File: config.mk
export PLATFORM = sky130hd
export DESIGN_NAME = dbg_port_top
export DESIGN_NICKNAME = d
export VERILOG_FILES = /design/src/dbg_pkg.sv /design/src/dbg_port_top.sv /design/src/dbg_resp_hold.sv /design/src/dbg_stack_trace.sv /design/src/dbg_access_ctrl.sv /design/src/dbg_req_decode.sv
export SDC_FILE = /design/constraint.sdc
export NUM_CORES = 1
export LEC_CHECK = 0
export BUFFER_PORTS_ARGS = -buffer_cell sky130_fd_sc_hd__buf_2
export CAP_MARGIN = 10
export CORE_ASPECT_RATIO = 0.9
export CORE_MARGIN = 2
export CORE_UTILIZATION = 55
export DETAILED_ROUTE_END_ITERATION = 10
export PLACE_DENSITY_LB_ADDON = 0.3
export SLEW_MARGIN = 15
export SYNTH_ARGS = -nofsm -noshare
export SYNTH_HDL_FRONTEND = slang
export SYNTH_HIERARCHICAL = 1
export SYNTH_SLANG_ARGS = --single-unit
File: constraint.sdc
create_clock -name i_clk -period 9.2 [get_ports i_clk]
set_input_delay 0.92 -clock i_clk [delete_from_list [all_inputs] [get_ports i_clk]]
set_output_delay 0.92 -clock i_clk [all_outputs]
set_load 0.05 [all_outputs]
File: src/dbg_pkg.sv
// Debug port widths, address map constants, channel structs and FSM state type
`default_nettype none

package dbg_pkg;

    localparam int XLEN     = 32;
    localparam int ADDR_W   = 32;
    localparam int IREG_N   = 32;
    localparam int IREG_W   = $clog2(IREG_N);             // Register index width
    localparam int STK_LOG2 = 3;
    localparam int STK_SIZE = 8;                          // Trace buffer depth

    // Register access regions, taken from address bits 15:12
    localparam logic [3:0]  REGION_CSR  = 4'h0;
    localparam logic [3:0]  REGION_IREG = 4'h1;
    localparam logic [3:0]  REGION_EXT  = 4'hc;
    localparam logic [11:0] EXT_STK_CNT = 12'h040;        // Trace depth register
    localparam logic [11:0] EXT_STK_BUF = 12'h080;        // First trace buffer word

    typedef logic [XLEN-1:0]     dbg_data_t;
    typedef logic [ADDR_W-1:0]   dbg_addr_t;
    typedef logic [IREG_W-1:0]   ireg_idx_t;
    typedef logic [STK_LOG2-1:0] stk_cnt_t;

    typedef struct packed {
        dbg_addr_t ret_addr;                              // Odd buffer word
        dbg_addr_t call_addr;                             // Even buffer word
    } stk_entry_t;

    typedef struct packed {
        logic       reg_access;
        logic       mem_access;
        logic       write;
        dbg_addr_t  addr;
        dbg_data_t  wdata;
        logic [1:0] size;
    } dbg_req_t;

    typedef enum logic [2:0] {
        cmd_csr, cmd_ireg, cmd_stk_cnt, cmd_stk_buf, cmd_mem, cmd_bad
    } dbg_cmd_kind_e;

    typedef struct packed {
        dbg_cmd_kind_e kind;
        logic          write;
        dbg_addr_t     addr;
        dbg_data_t     wdata;
        logic [1:0]    size;
    } dbg_cmd_t;

    typedef struct packed {
        logic      error;
        dbg_data_t rdata;
    } dbg_resp_t;

    typedef struct packed {
        logic        write;
        logic [11:0] addr;
        dbg_data_t   data;
    } csr_req_t;

    typedef struct packed {
        logic      exception;
        dbg_data_t data;
    } csr_resp_t;

    typedef struct packed {
        logic       write;
        dbg_addr_t  addr;
        logic [1:0] size;
        dbg_data_t  wdata;
    } mem_req_t;

    typedef struct packed {
        logic      error;
        dbg_data_t rdata;
    } mem_resp_t;

    typedef enum logic [3:0] {
        idle, csr_req, csr_resp, ireg, stk_cnt, stk_rd, stk_dat, mem_req, mem_resp, done
    } dbg_exec_state_e;

endpackage

`default_nettype wire
File: src/dbg_port_top.sv
// Debug port top level with decode, executor, response register and trace buffer
`default_nettype none

module dbg_port_top import dbg_pkg::*; (
    input  wire logic      i_clk,
    input  wire logic      i_nrst,
    // Host channel
    input  wire logic      i_dport_req_valid,
    input  wire dbg_req_t  i_dport_req,
    output logic           o_dport_req_ready,
    output logic           o_dport_resp_valid,
    output dbg_resp_t      o_dport_resp,
    input  wire logic      i_dport_resp_ready,
    // CSR bank
    output logic           o_csr_req_valid,
    output csr_req_t       o_csr_req,
    input  wire logic      i_csr_req_ready,
    input  wire logic      i_csr_resp_valid,
    input  wire csr_resp_t i_csr_resp,
    output logic           o_csr_resp_ready,
    // Data memory
    output logic           o_mem_req_valid,
    output mem_req_t       o_mem_req,
    input  wire logic      i_mem_req_ready,
    input  wire logic      i_mem_req_error,
    input  wire logic      i_mem_resp_valid,
    input  wire mem_resp_t i_mem_resp,
    output logic           o_mem_resp_ready,
    // Integer register file
    output logic           o_ireg_ena,
    output logic           o_ireg_write,
    output ireg_idx_t      o_ireg_addr,
    output dbg_data_t      o_ireg_wdata,
    input  wire dbg_data_t i_ireg_rdata,
    // Core call/return reports
    input  wire logic      i_e_call,
    input  wire logic      i_e_ret,
    input  wire dbg_addr_t i_e_pc,
    input  wire dbg_addr_t i_e_npc
);

    logic       cmd_valid;
    logic       cmd_ready;
    dbg_cmd_t   cmd;
    logic       res_valid;
    logic       res_ready;
    dbg_resp_t  res;
    logic       stk_cnt_we;
    stk_cnt_t   stk_cnt_wdata;
    stk_cnt_t   stk_cnt;
    stk_cnt_t   stk_raddr;
    stk_entry_t stk_rdata;

    dbg_req_decode u_decode (
        .i_clk, .i_nrst, .i_dport_req_valid, .i_dport_req, .o_dport_req_ready,
        .o_cmd_valid(cmd_valid), .o_cmd(cmd), .i_cmd_ready(cmd_ready)
    );

    dbg_access_ctrl u_exec (
        .i_clk, .i_nrst,
        .i_cmd_valid(cmd_valid), .i_cmd(cmd), .o_cmd_ready(cmd_ready),
        .o_res_valid(res_valid), .o_res(res), .i_res_ready(res_ready),
        .o_csr_req_valid, .o_csr_req, .i_csr_req_ready,
        .i_csr_resp_valid, .i_csr_resp, .o_csr_resp_ready,
        .o_ireg_ena, .o_ireg_write, .o_ireg_addr, .o_ireg_wdata, .i_ireg_rdata,
        .o_mem_req_valid, .o_mem_req, .i_mem_req_ready, .i_mem_req_error,
        .i_mem_resp_valid, .i_mem_resp, .o_mem_resp_ready,
        .o_stk_cnt_we(stk_cnt_we), .o_stk_cnt_wdata(stk_cnt_wdata), .i_stk_cnt(stk_cnt),
        .o_stk_raddr(stk_raddr), .i_stk_rdata(stk_rdata)
    );

    dbg_stack_trace u_trace (
        .i_clk, .i_nrst, .i_e_call, .i_e_ret, .i_e_pc, .i_e_npc,
        .i_cnt_we(stk_cnt_we), .i_cnt_wdata(stk_cnt_wdata), .o_cnt(stk_cnt),
        .i_raddr(stk_raddr), .o_rdata(stk_rdata)
    );

    dbg_resp_hold u_result (
        .i_clk, .i_nrst,
        .i_res_valid(res_valid), .i_res(res), .o_res_ready(res_ready),
        .o_dport_resp_valid, .o_dport_resp, .i_dport_resp_ready
    );

endmodule

`default_nettype wire

File: src/dbg_resp_hold.sv
// One-entry response register between the executor and the host
`default_nettype none

module dbg_resp_hold import dbg_pkg::*; (
    input  wire logic      i_clk,
    input  wire logic      i_nrst,
    input  wire logic      i_res_valid,
    input  wire dbg_resp_t i_res,
    output logic           o_res_ready,
    output logic           o_dport_resp_valid,
    output dbg_resp_t      o_dport_resp,
    input  wire logic      i_dport_resp_ready
);

    logic      full;
    dbg_resp_t resp_q;

    assign o_res_ready = ~full;                           // Accept only into an empty slot

    always_ff @(posedge i_clk or negedge i_nrst) begin
        if (!i_nrst) begin
            full <= 1'b0;
        end else if (i_res_valid && o_res_ready) begin
            full <= 1'b1;
        end else if (i_dport_resp_ready) begin
            full <= 1'b0;                                 // Host took the response
        end
    end

    always_ff @(posedge i_clk) begin
        if (i_res_valid && o_res_ready) begin
            resp_q <= i_res;
        end
    end

    assign o_dport_resp_valid = full;
    assign o_dport_resp       = resp_q;

endmodule

`default_nettype wire

File: src/dbg_stack_trace.sv
// Call-depth counter and call-stack trace memory with registered read port
`default_nettype none

module dbg_stack_trace import dbg_pkg::*; (
    input  wire logic      i_clk,
    input  wire logic      i_nrst,
    // Core call/return reports
    input  wire logic      i_e_call,
    input  wire logic      i_e_ret,
    input  wire dbg_addr_t i_e_pc,
    input  wire dbg_addr_t i_e_npc,
    // Debugger access
    input  wire logic      i_cnt_we,
    input  wire stk_cnt_t  i_cnt_wdata,
    output stk_cnt_t       o_cnt,
    input  wire stk_cnt_t  i_raddr,
    output stk_entry_t     o_rdata
);

    stk_entry_t mem [STK_SIZE];
    stk_cnt_t   cnt;
    logic       push;
    logic       pop;

    // Last slot is never filled, so a full buffer drops further calls
    assign push = i_e_call && (cnt != stk_cnt_t'(STK_SIZE - 1)) && !i_cnt_we;
    assign pop  = i_e_ret && (cnt != '0) && !i_e_call && !i_cnt_we;

    always_ff @(posedge i_clk or negedge i_nrst) begin
        if (!i_nrst) begin
            cnt <= '0;
        end else if (i_cnt_we) begin
            cnt <= i_cnt_wdata;                           // Debugger write wins
        end else if (push) begin
            cnt <= cnt + 1'b1;
        end else if (pop) begin
            cnt <= cnt - 1'b1;
        end
    end

    always_ff @(posedge i_clk) begin
        if (push) begin
            mem[cnt] <= '{ret_addr: i_e_npc, call_addr: i_e_pc};
        end
        o_rdata <= mem[i_raddr];
    end

    assign o_cnt = cnt;

endmodule

`default_nettype wire

File: src/dbg_access_ctrl.sv
// Command executor FSM for CSR, register file, trace buffer and memory targets
`default_nettype none

module dbg_access_ctrl import dbg_pkg::*; (
    input  wire logic       i_clk,
    input  wire logic       i_nrst,
    // Command from decode
    input  wire logic       i_cmd_valid,
    input  wire dbg_cmd_t   i_cmd,
    output logic            o_cmd_ready,
    // Result to the response register
    output logic            o_res_valid,
    output dbg_resp_t       o_res,
    input  wire logic       i_res_ready,
    // CSR bank
    output logic            o_csr_req_valid,
    output csr_req_t        o_csr_req,
    input  wire logic       i_csr_req_ready,
    input  wire logic       i_csr_resp_valid,
    input  wire csr_resp_t  i_csr_resp,
    output logic            o_csr_resp_ready,
    // Integer register file
    output logic            o_ireg_ena,
    output logic            o_ireg_write,
    output ireg_idx_t       o_ireg_addr,
    output dbg_data_t       o_ireg_wdata,
    input  wire dbg_data_t  i_ireg_rdata,
    // Data memory
    output logic            o_mem_req_valid,
    output mem_req_t        o_mem_req,
    input  wire logic       i_mem_req_ready,
    input  wire logic       i_mem_req_error,
    input  wire logic       i_mem_resp_valid,
    input  wire mem_resp_t  i_mem_resp,
    output logic            o_mem_resp_ready,
    // Trace buffer
    output logic            o_stk_cnt_we,
    output stk_cnt_t        o_stk_cnt_wdata,
    input  wire stk_cnt_t   i_stk_cnt,
    output stk_cnt_t        o_stk_raddr,
    input  wire stk_entry_t i_stk_rdata
);

    dbg_exec_state_e state;
    dbg_exec_state_e state_nxt;
    dbg_cmd_t        cmd_r;                               // Command under execution
    dbg_resp_t       res_r;
    dbg_resp_t       res_nxt;

    assign o_cmd_ready = (state == idle);
    assign o_res_valid = (state == done);
    assign o_res       = res_r;

    // Target payloads come straight from the held command
    assign o_csr_req.write   = cmd_r.write;
    assign o_csr_req.addr    = cmd_r.addr[11:0];
    assign o_csr_req.data    = cmd_r.wdata;
    assign o_ireg_addr       = cmd_r.addr[IREG_W-1:0];
    assign o_ireg_wdata      = cmd_r.wdata;
    assign o_mem_req.write   = cmd_r.write;
    assign o_mem_req.addr    = cmd_r.addr;
    assign o_mem_req.size    = cmd_r.size;
    assign o_mem_req.wdata   = cmd_r.wdata;
    assign o_stk_cnt_wdata   = cmd_r.wdata[STK_LOG2-1:0];
    assign o_stk_raddr       = cmd_r.addr[STK_LOG2:1];    // Entry index, bit 0 picks the half

    always_comb begin
        state_nxt        = state;
        res_nxt          = res_r;
        o_csr_req_valid  = 1'b0;
        o_csr_resp_ready = 1'b0;
        o_ireg_ena       = 1'b0;
        o_ireg_write     = 1'b0;
        o_mem_req_valid  = 1'b0;
        o_mem_resp_ready = 1'b0;
        o_stk_cnt_we     = 1'b0;
        case (state)
            idle: begin
                if (i_cmd_valid) begin
                    case (i_cmd.kind)
                        cmd_csr:     state_nxt = csr_req;
                        cmd_ireg:    state_nxt = ireg;
                        cmd_stk_cnt: state_nxt = stk_cnt;
                        cmd_stk_buf: state_nxt = stk_rd;
                        cmd_mem:     state_nxt = mem_req;
                        default: begin
                            res_nxt.error = 1'b1;         // Unsupported request
                            res_nxt.rdata = '0;
                            state_nxt     = done;
                        end
                    endcase
                end
            end
            csr_req: begin
                o_csr_req_valid = 1'b1;
                if (i_csr_req_ready) begin
                    state_nxt = csr_resp;
                end
            end
            csr_resp: begin
                o_csr_resp_ready = 1'b1;
                if (i_csr_resp_valid) begin
                    res_nxt.error = i_csr_resp.exception;
                    res_nxt.rdata = i_csr_resp.data;
                    state_nxt     = done;
                end
            end
            ireg: begin
                o_ireg_ena    = 1'b1;
                o_ireg_write  = cmd_r.write;
                res_nxt.error = 1'b0;
                res_nxt.rdata = i_ireg_rdata;             // Same-cycle read
                state_nxt     = done;
            end
            stk_cnt: begin
                o_stk_cnt_we  = cmd_r.write;
                res_nxt.error = 1'b0;
                res_nxt.rdata = dbg_data_t'(i_stk_cnt);   // Depth before any write
                state_nxt     = done;
            end
            stk_rd: begin
                state_nxt = stk_dat;                      // Wait for registered read
            end
            stk_dat: begin
                res_nxt.error = 1'b0;
                res_nxt.rdata = cmd_r.addr[0] ? i_stk_rdata.ret_addr : i_stk_rdata.call_addr;
                state_nxt     = done;
            end
            mem_req: begin
                o_mem_req_valid = 1'b1;
                if (i_mem_req_ready) begin
                    if (i_mem_req_error) begin
                        res_nxt.error = 1'b1;             // Access refused
                        res_nxt.rdata = '1;
                        state_nxt     = done;
                    end else begin
                        state_nxt = mem_resp;
                    end
                end
            end
            mem_resp: begin
                o_mem_resp_ready = 1'b1;
                if (i_mem_resp_valid) begin
                    res_nxt.error = i_mem_resp.error;
                    res_nxt.rdata = i_mem_resp.rdata;
                    state_nxt     = done;
                end
            end
            done: begin
                if (i_res_ready) begin
                    state_nxt = idle;
                end
            end
            default: state_nxt = idle;
        endcase
    end

    always_ff @(posedge i_clk or negedge i_nrst) begin
        if (!i_nrst) begin
            state <= idle;
        end else begin
            state <= state_nxt;
        end
    end

    always_ff @(posedge i_clk) begin
        if (i_cmd_valid && o_cmd_ready) begin
            cmd_r <= i_cmd;
        end
        res_r <= res_nxt;
    end

endmodule

`default_nettype wire

File: src/dbg_req_decode.sv
// Host request acceptance, command classification and one-entry command slot
`default_nettype none

module dbg_req_decode import dbg_pkg::*; (
    input  wire logic     i_clk,
    input  wire logic     i_nrst,
    input  wire logic     i_dport_req_valid,
    input  wire dbg_req_t i_dport_req,
    output logic          o_dport_req_ready,
    output logic          o_cmd_valid,
    output dbg_cmd_t      o_cmd,
    input  wire logic     i_cmd_ready
);

    logic     full;                                       // Command slot occupied
    dbg_cmd_t cmd_q;
    dbg_cmd_t cmd_d;

    function automatic dbg_cmd_kind_e classify(input dbg_req_t req);
        logic [3:0]  region;
        logic [11:0] idx;
        region = req.addr[15:12];
        idx    = req.addr[11:0];
        if (req.mem_access) begin
            return cmd_mem;
        end
        if (!req.reg_access) begin
            return cmd_bad;                               // Neither access flag set
        end
        case (region)
            REGION_CSR:  return cmd_csr;
            REGION_IREG: return cmd_ireg;
            REGION_EXT: begin
                if (idx == EXT_STK_CNT) begin
                    return cmd_stk_cnt;
                end
                if (idx >= EXT_STK_BUF && idx < EXT_STK_BUF + 12'(2 * STK_SIZE)) begin
                    return cmd_stk_buf;                   // Two words per entry
                end
                return cmd_bad;
            end
            default:     return cmd_bad;
        endcase
    endfunction

    always_comb begin
        cmd_d.kind  = classify(i_dport_req);
        cmd_d.write = i_dport_req.write;
        cmd_d.addr  = i_dport_req.addr;
        cmd_d.wdata = i_dport_req.wdata;
        cmd_d.size  = i_dport_req.size;
    end

    // Slot refills on the same edge the executor drains it
    assign o_dport_req_ready = ~full | i_cmd_ready;

    always_ff @(posedge i_clk or negedge i_nrst) begin
        if (!i_nrst) begin
            full <= 1'b0;
        end else if (i_dport_req_valid && o_dport_req_ready) begin
            full <= 1'b1;
        end else if (i_cmd_ready) begin
            full <= 1'b0;                                 // Drained without refill
        end
    end

    always_ff @(posedge i_clk) begin
        if (i_dport_req_valid && o_dport_req_ready) begin
            cmd_q <= cmd_d;
        end
    end

    assign o_cmd_valid = full;
    assign o_cmd       = cmd_q;

endmodule

`default_nettype wire

==> results of run 1 <==
-- metal layers --
metal	track usage (%)	up-vias	share of wire, %
met5	0	-	0.22
met4	6.36	22	1.9
met3	6.29	111	8.4
met2	34.5	623	47
met1	33.4	7620	42
li1	-	6419	-
-- worst max-delay path: stages, from the launching register on --
cell and delay [ns]:
dfrtp_1 0.62, nor2_1 0.25, and3_1 0.48, buf_4 0.38, and2_1 0.17, buf_2 0.25
-- flip-flops by register name, indices dropped and copies added (netlist names), 4 cells and up --
register,flops
u_exec/o_csr_req,13
u_exec/o_res,33
u_exec/o_mem_req,22
u_trace/mem,512
u_exec/state,4
u_exec/o_ireg_wdata,32
u_trace/o_rdata,64
u_decode/o_cmd,70
u_result/o_dport_resp,33
-- worst max-delay path by stage --
| stage | end | start | cells past startpoint | slack (ns) |
|---|---|---|---|---|
| floorplan | u_trace/mem[4][0] | u_exec/state[0] | 6 | 1.08 |
| global placement | u_trace/mem[1][42] | u_exec/state[3] | 5 | 5.68 |
| detailed placement | u_trace/mem[1][42] | u_exec/state[3] | 5 | 5.57 |
| CTS | u_trace/mem[1][18] | u_exec/state[3] | 5 | 5.53 |
| global route | u_trace/mem[1][18] | u_exec/state[3] | 5 | 5.33 |
| finish | o_ireg_write | u_exec/state[3] | 5 | 5.51 |
-- layout make-up --
class                   count  share of cell area, %
repair buffers            459                   6.93
diodes                     12                 0.0868
inverters                   5                 0.0542
clock inverters            30                  0.987
well taps                 697                   2.52
flip-flops and latches    788                   66.4
multi-input cells         504                   16.5
clock buffers             113                   6.55
-- synth_stat cells (all sizes together) (4+ instances only) --
| cell type | instances |
|---|---|
| mux4 | 128 |
| nor3 | 11 |
| nand2b | 11 |
| nand2 | 36 |
| inv | 5 |
| mux2 | 97 |
| dfrtp | 9 |
| nor2b | 8 |
| dfxtp | 64 |
| edfxtp | 715 |
| clkbuf | 30 |
| a21oi | 38 |
| nor2 | 13 |
| o21ai | 6 |
| nor4 | 4 |
| a222oi | 31 |
| buf | 125 |
| nand3b | 6 |
-- cells by family (layout without fill, tap and decap cells) --
logic type | after synthesis | in the layout | synth area share, %
muxes | 227 | 227 | 13.6
xor gates and xnor gates | 1 | 1 | 0.0298
and+or+nand+nor | 113 | 113 | 2.16
adders and majority gates | 1 | 1 | 0.0681
buffers and inverters | 160 | 607 | 3.54
AOI/OAI and AO/OA | 98 | 98 | 2.51
DFF | 788 | 788 | 78.1
other | 1 | 76 | 0.0127
-- power by group --
group	total, mW	internal, mW	switching, mW
combinational	3.32	1.05	2.27
clock	3.18	1.89	1.29
sequential	5.24	4.90	0.342
total	11.7	7.83	3.91
-- through the flow --
step / instances / area (um2) / total power [mW] / hold WS (ns)
2_1_floorplan: 1452 / 29700 / 7.86 / 0.400
3_3_place_gp: 2452 / 31900 / 8.56 / 0.400
3_5_place_dp: 2452 / 31900 / 8.63 / 0.405
4_1_cts: 2595 / 34600 / 11.8 / 0.135
5_1_grt: 2602 / 34600 / 12.2 / 0.155
6_report: 2608 / 34600 / 11.7 / 0.173
==> metrics.csv, run 1 <==
stage,metric,value,unit
final_layout,Filler cells,3461,
setup_path,worst-path maximum fanout,26,
global_routing,total congestion overflow,0,
sta,Final period util,40.1,%
floorplanning,die area,55400,um2
synthesis,"Avg Cell Area, Syn",21.2,um2
sta,relative max-transition margin,28.5,%
setup_path,nature of the critical path endpoint,output pin,
setup_path,reg2reg end,u_trace/mem[1][18],
synthesis,cell area after synthesis,29400,um2
clocking,postcts setup bufs,0,
setup_path,Worst EP arrival,2.77,ns
placement,number of buffers added on ports,431,
global_routing,all-layer global routing usage,22.9,%
clocking,CTS tree,yes,
clocking,clock latency on the worst-skew pair,0.62,ns
route,drt drc,0,
setup_path,CP Launch Type,flop,
clocking,CTS Hold Bufs,0,
clocking,Worst-path clk slew,0.07,ns
sta,"Min Clock Period, post-route",3.69,ns
route,1st-iter DRT viols,1575,
clocking,Root Buffer,clkbuf_16,
clocking,CTS Buf Count,77,
sta,setup ws final,5.51,ns
worst_hold_path,HP Class,in2async,
synthesis,"area leader, netlist",edfxtp_1,
setup_path,CP Class,reg2out,
synthesis,Yosys reg bits,788,
synthesis,synth top area cells,"edfxtp_1 73%, mux4_2 9.8%, dfxtp_1 4.4%",
synthesis,ys flop type,edfxtp_1,
sta,final setup TNS,0,ns
sta,final slew viol count,0,
clocking,CTS sink cnt,788,
synthesis,Yosys warning count,6,
global_routing,largest net degree at the start of global routing,129,
final_layout,"commonest non-fill, non-tap cells in the layout","715 x edfxtp_1, 431 x buf_2, 128 x mux4_2",
route,Wirelength per Cell,24.7,um
route,routed wire length,64500,um
setup_path,Critical R2R Launch,u_exec/state[3],
final_layout,Multi-input gate area,5710,um2
final_layout,utilization after layout,65.4,%
setup_path,R2R Setup Slk,5.55,ns
final_layout,"commonest non-fill, non-tap cell in the layout",edfxtp_1,
synthesis,sequential-to-total area share from yosys stat,78.1,%
synthesis,Unique masters post-synth,62,
power_and_ir_drop,worst vdd ir,382,uV
synthesis,Yosys top cell area share,73.0,%
setup_path,R2R depth,5,
placement,pre-CTS setup slack,5.57,ns
global_routing,first-pass GRT wire length,91700,um
synthesis,async set-reset flop share out of synthesis,1.14,%
sta,fmax,271,MHz
clocking,maximum root-to-sink buffer count,3,
sta,Finish-stage setup viols,0,
route,DR vias/cell,5.67,
final_layout,Final nets,2078,
floorplanning,IO Count,432,
floorplanning,die width,248,um
synthesis,Post-synth EDFFs,715,
floorplanning,core area,53000,um2
floorplanning,Die H,223,um
global_routing,number of antenna violations at the first check in global routing,24,
route,Pre-Repair DR Iteration Count,6,
status,status,completed,
final_layout,register area,23000,um2
power_and_ir_drop,power per cell area,339,nW/um2
placement,Post-DP HPWL,40700,um
run,max-cap check violation count,0,
sta,clock skew,0.0237,ns
synthesis,Post-Syn Instances,1389,
clocking,post-cts resize count,0,
setup_path,Worst Path Required,8.28,ns
power_and_ir_drop,Pleak,12.4,nW
sta,Final Hold Viols,0,
floorplanning,row count,80,
final_layout,share of cells above drive strength 1,43.5,%
clocking,H-tree level count,3,
sta,Worst Tran Pin Value,1.07,ns
route,Detail Route Antenna Nets,0,
route,via count,14795,
final_layout,Area growth syn-to-layout,17.7,%
placement,GPL Wtd Cong,0.867,
floorplanning,starting density of the core,55.6,%
sta,RSZ-0062 raised after global routing,no,
global_routing,vias in the first global route,14544,
Power figures use the tool's default switching activity.
==> run 2: changes to the inputs <==
==> constraint.sdc (replaced) <==
create_clock -name i_clk -period 3.4 [get_ports i_clk]
set_input_delay 0.34 -clock i_clk [delete_from_list [all_inputs] [get_ports i_clk]]
set_output_delay 0.34 -clock i_clk [all_outputs]
set_load 0.05 [all_outputs]
==> run 2 against run 1 <==
Compared with the run above:
- critical path depth down 1
- first-iteration DRC count down 7.2%
- critical path type unchanged
- clock power rose to 2.7 times the previous value
- register-to-register slack worse by 4.8 ns
==> metrics.csv, run 2 (synthesis gave the netlist of run 1 again) <==
stage,metric,value,unit,change
clocking,Worst-path clk slew,0.06,ns,was 0.07 ns
sta,Final period util,93.1,%,
status,status,completed,,unchanged
final_layout,Area growth syn-to-layout,22.6,%,was 17.7%
sta,final slew viol count,0,,unchanged
final_layout,"commonest non-fill, non-tap cells in the layout","715 x edfxtp_1, 431 x buf_2, 129 x dlygate4sd3_1",,"was 715 x edfxtp_1, 431 x buf_2, 128 x mux4_2"
final_layout,register area,23000,um2,unchanged
sta,Final Hold Viols,0,,unchanged
route,1st-iter DRT viols,1461,,was 1575
clocking,CTS Buf Count,75,,was 77
route,Wirelength per Cell,24.6,um,was 24.7 um
floorplanning,die area,55400,um2,unchanged
power_and_ir_drop,worst vdd ir,896,uV,was 382 uV
route,DR vias/cell,5.68,,was 5.67
setup_path,Worst EP arrival,2.82,ns,was 2.77 ns
clocking,Root Buffer,clkbuf_16,,unchanged
clocking,H-tree level count,3,,unchanged
floorplanning,starting density of the core,55.6,%,unchanged
route,Detail Route Antenna Nets,0,,unchanged
worst_hold_path,Hold EP,u_trace/mem[1][3],,
sta,Finish-stage setup viols,0,,unchanged
worst_hold_path,hold path start,i_e_pc[3],,
clocking,clock latency on the worst-skew pair,0.62,ns,about the same
placement,number of buffers added on ports,431,,unchanged
sta,hold slack,0.0203,ns,was 0.173 ns
sta,fmax,316,MHz,
worst_hold_path,Hold Crit Depth,1,,
clocking,postcts setup bufs,0,,unchanged
placement,Post-DP Area,32200,um2,was 31900 um2
setup_path,R2R depth,7,,was 5
placement,Post-DP HPWL,40400,um,was 40700 um
global_routing,all-layer global routing usage,24.1,%,was 22.9%
power_and_ir_drop,Tot Pwr,32.3,mW,was 11.7 mW
sta,"Min Clock Period, post-route",3.16,ns,
final_layout,"commonest non-fill, non-tap cell in the layout",edfxtp_1,,unchanged
setup_path,worst-path maximum fanout,26,,unchanged
setup_path,CP Class,reg2out,,unchanged
sta,relative max-transition margin,29.5,%,was 28.5%
route,drt drc,0,,unchanged
final_layout,Filler cells,3255,,was 3461
sta,final setup TNS,0,ns,unchanged
floorplanning,Die H,223,um,unchanged
global_routing,first-pass GRT wire length,97500,um,was 91700 um
floorplanning,core area,53000,um2,unchanged
clocking,CTS tree,yes,,unchanged
final_layout,Multi-input gate area,5750,um2,was 5710 um2
worst_hold_path,HP Class,in2reg,,was in2async
final_layout,post-layout instance area,36100,um2,was 34600 um2
floorplanning,row count,80,,unchanged
setup_path,R2R Setup Slk,0.75,ns,was 5.55 ns
placement,GPL Wtd Cong,0.841,,was 0.867
global_routing,vias in the first global route,15768,,was 14.5k
run,max-cap check violation count,0,,unchanged
global_routing,number of antenna violations at the first check in global routing,14,,was 24
setup_path,Worst Path Required,3.06,ns,was 8.28 ns
sta,clock skew,0.0251,ns,was 0.0237 ns
global_routing,total congestion overflow,0,,unchanged
setup_path,Critical R2R Launch,u_exec/state[0],,was u_exec/state[3]
final_layout,share of cells above drive strength 1,40.7,%,was 43.5%
sta,Worst Tran Pin Value,1.06,ns,was 1.07 ns
final_layout,Final nets,2209,,was 2078
setup_path,reg2reg end,u_trace/o_cnt[2],,was u_trace/mem[1][18]
clocking,post-cts resize count,0,,unchanged
setup_path,CP Launch Type,flop,,unchanged
power_and_ir_drop,Pleak,13.0,nW,was 12.4 nW
route,Pre-Repair DR Iteration Count,8,,was 6
power_and_ir_drop,power per cell area,896,nW/um2,was 339 nW/um2
setup_path,nature of the critical path endpoint,output pin,,unchanged
sta,RSZ-0062 raised after global routing,no,,unchanged
final_layout,max FFs per register,512,,unchanged
global_routing,largest net degree at the start of global routing,132,,was 129
floorplanning,IO Count,432,,unchanged
clocking,CTS sink cnt,788,,unchanged
final_layout,"Most flops, register",u_trace/mem,,unchanged
floorplanning,die width,248,um,unchanged
route,via count,15537,,was 14.8k
clocking,maximum root-to-sink buffer count,3,,unchanged
route,routed wire length,67200,um,was 64500 um
run 2: cell count changes in the layout (fill, tap and decap cells not counted), moves of 5 or more:
cell | previous run | this run
dlygate4sd3_1 | 0 | 129
buf_12 | 1 | 12
clkbuf_8 | 14 | 5
buf_4 | 26 | 20
bufinv_16 | 6 | 12
nor3_2 | 7 | 2
nor3_4 | 1 | 6
run 2: through the flow:
stage          std cells  setup WS [ns]  utilization (%)
6_report            2733          0.235             68.1
5_1_grt             2729         0.0666             68.1
4_1_cts             2724          0.238             68.1
3_5_place_dp        2457          0.852             60.8
2_1_floorplan       1452         -0.627                -
3_3_place_gp        2457          0.928             60.8
run 2: routing by layer:
layer  track usage, %  vias up  routed length, um
li1                 -     6699                  -
met1             34.7     7956              28000
met2             38.2      748              32500
met3             4.97      124               5260
met4             6.10       10               1330
met5                0        -                 72
run 2: area by class of cell:
class                      instances  share of cell area, %
clock inverter                    37                   1.46
sequential                       788                   63.7
inverter                           5                 0.0520
clock buffer                     102                   5.74
antenna                            8                 0.0555
timing repair buffer             592                   10.6
tap                              697                   2.42
multi-input combinational        504                   15.9
run 2: critical path: stages (launching register included):
cell     delay [ns]
dfrtp_1        0.67
nor2b_1        0.38
and3_1         0.46
buf_4          0.36
buf_2          0.33
run 2: how the worst max path moves through the flow:
stage | start | endpoint
2_1_floorplan | u_trace/o_cnt[1] | u_trace/mem[0][0]
3_3_place_gp | u_exec/state[0] | u_trace/o_cnt[2]
3_5_place_dp | u_exec/state[0] | u_trace/o_cnt[2]
4_1_cts | u_exec/state[2] | o_mem_req_valid
5_1_grt | u_exec/state[2] | o_mem_req_valid
6_report | u_exec/state[2] | o_mem_req_valid
run 2: what timing repair did:
action,in CTS,in global routing
hold endpoints to repair,483,1
setup endpoints to repair,0,0
hold buffers,128,1
run 2: report_power, final:
part	switching (mW)	total [mW]	internal (mW)	leakage [nW]
clock	3.50	8.71	5.22	1.27
combinational	6.30	9.41	3.10	4.47
sequential	0.977	14.2	13.2	7.25
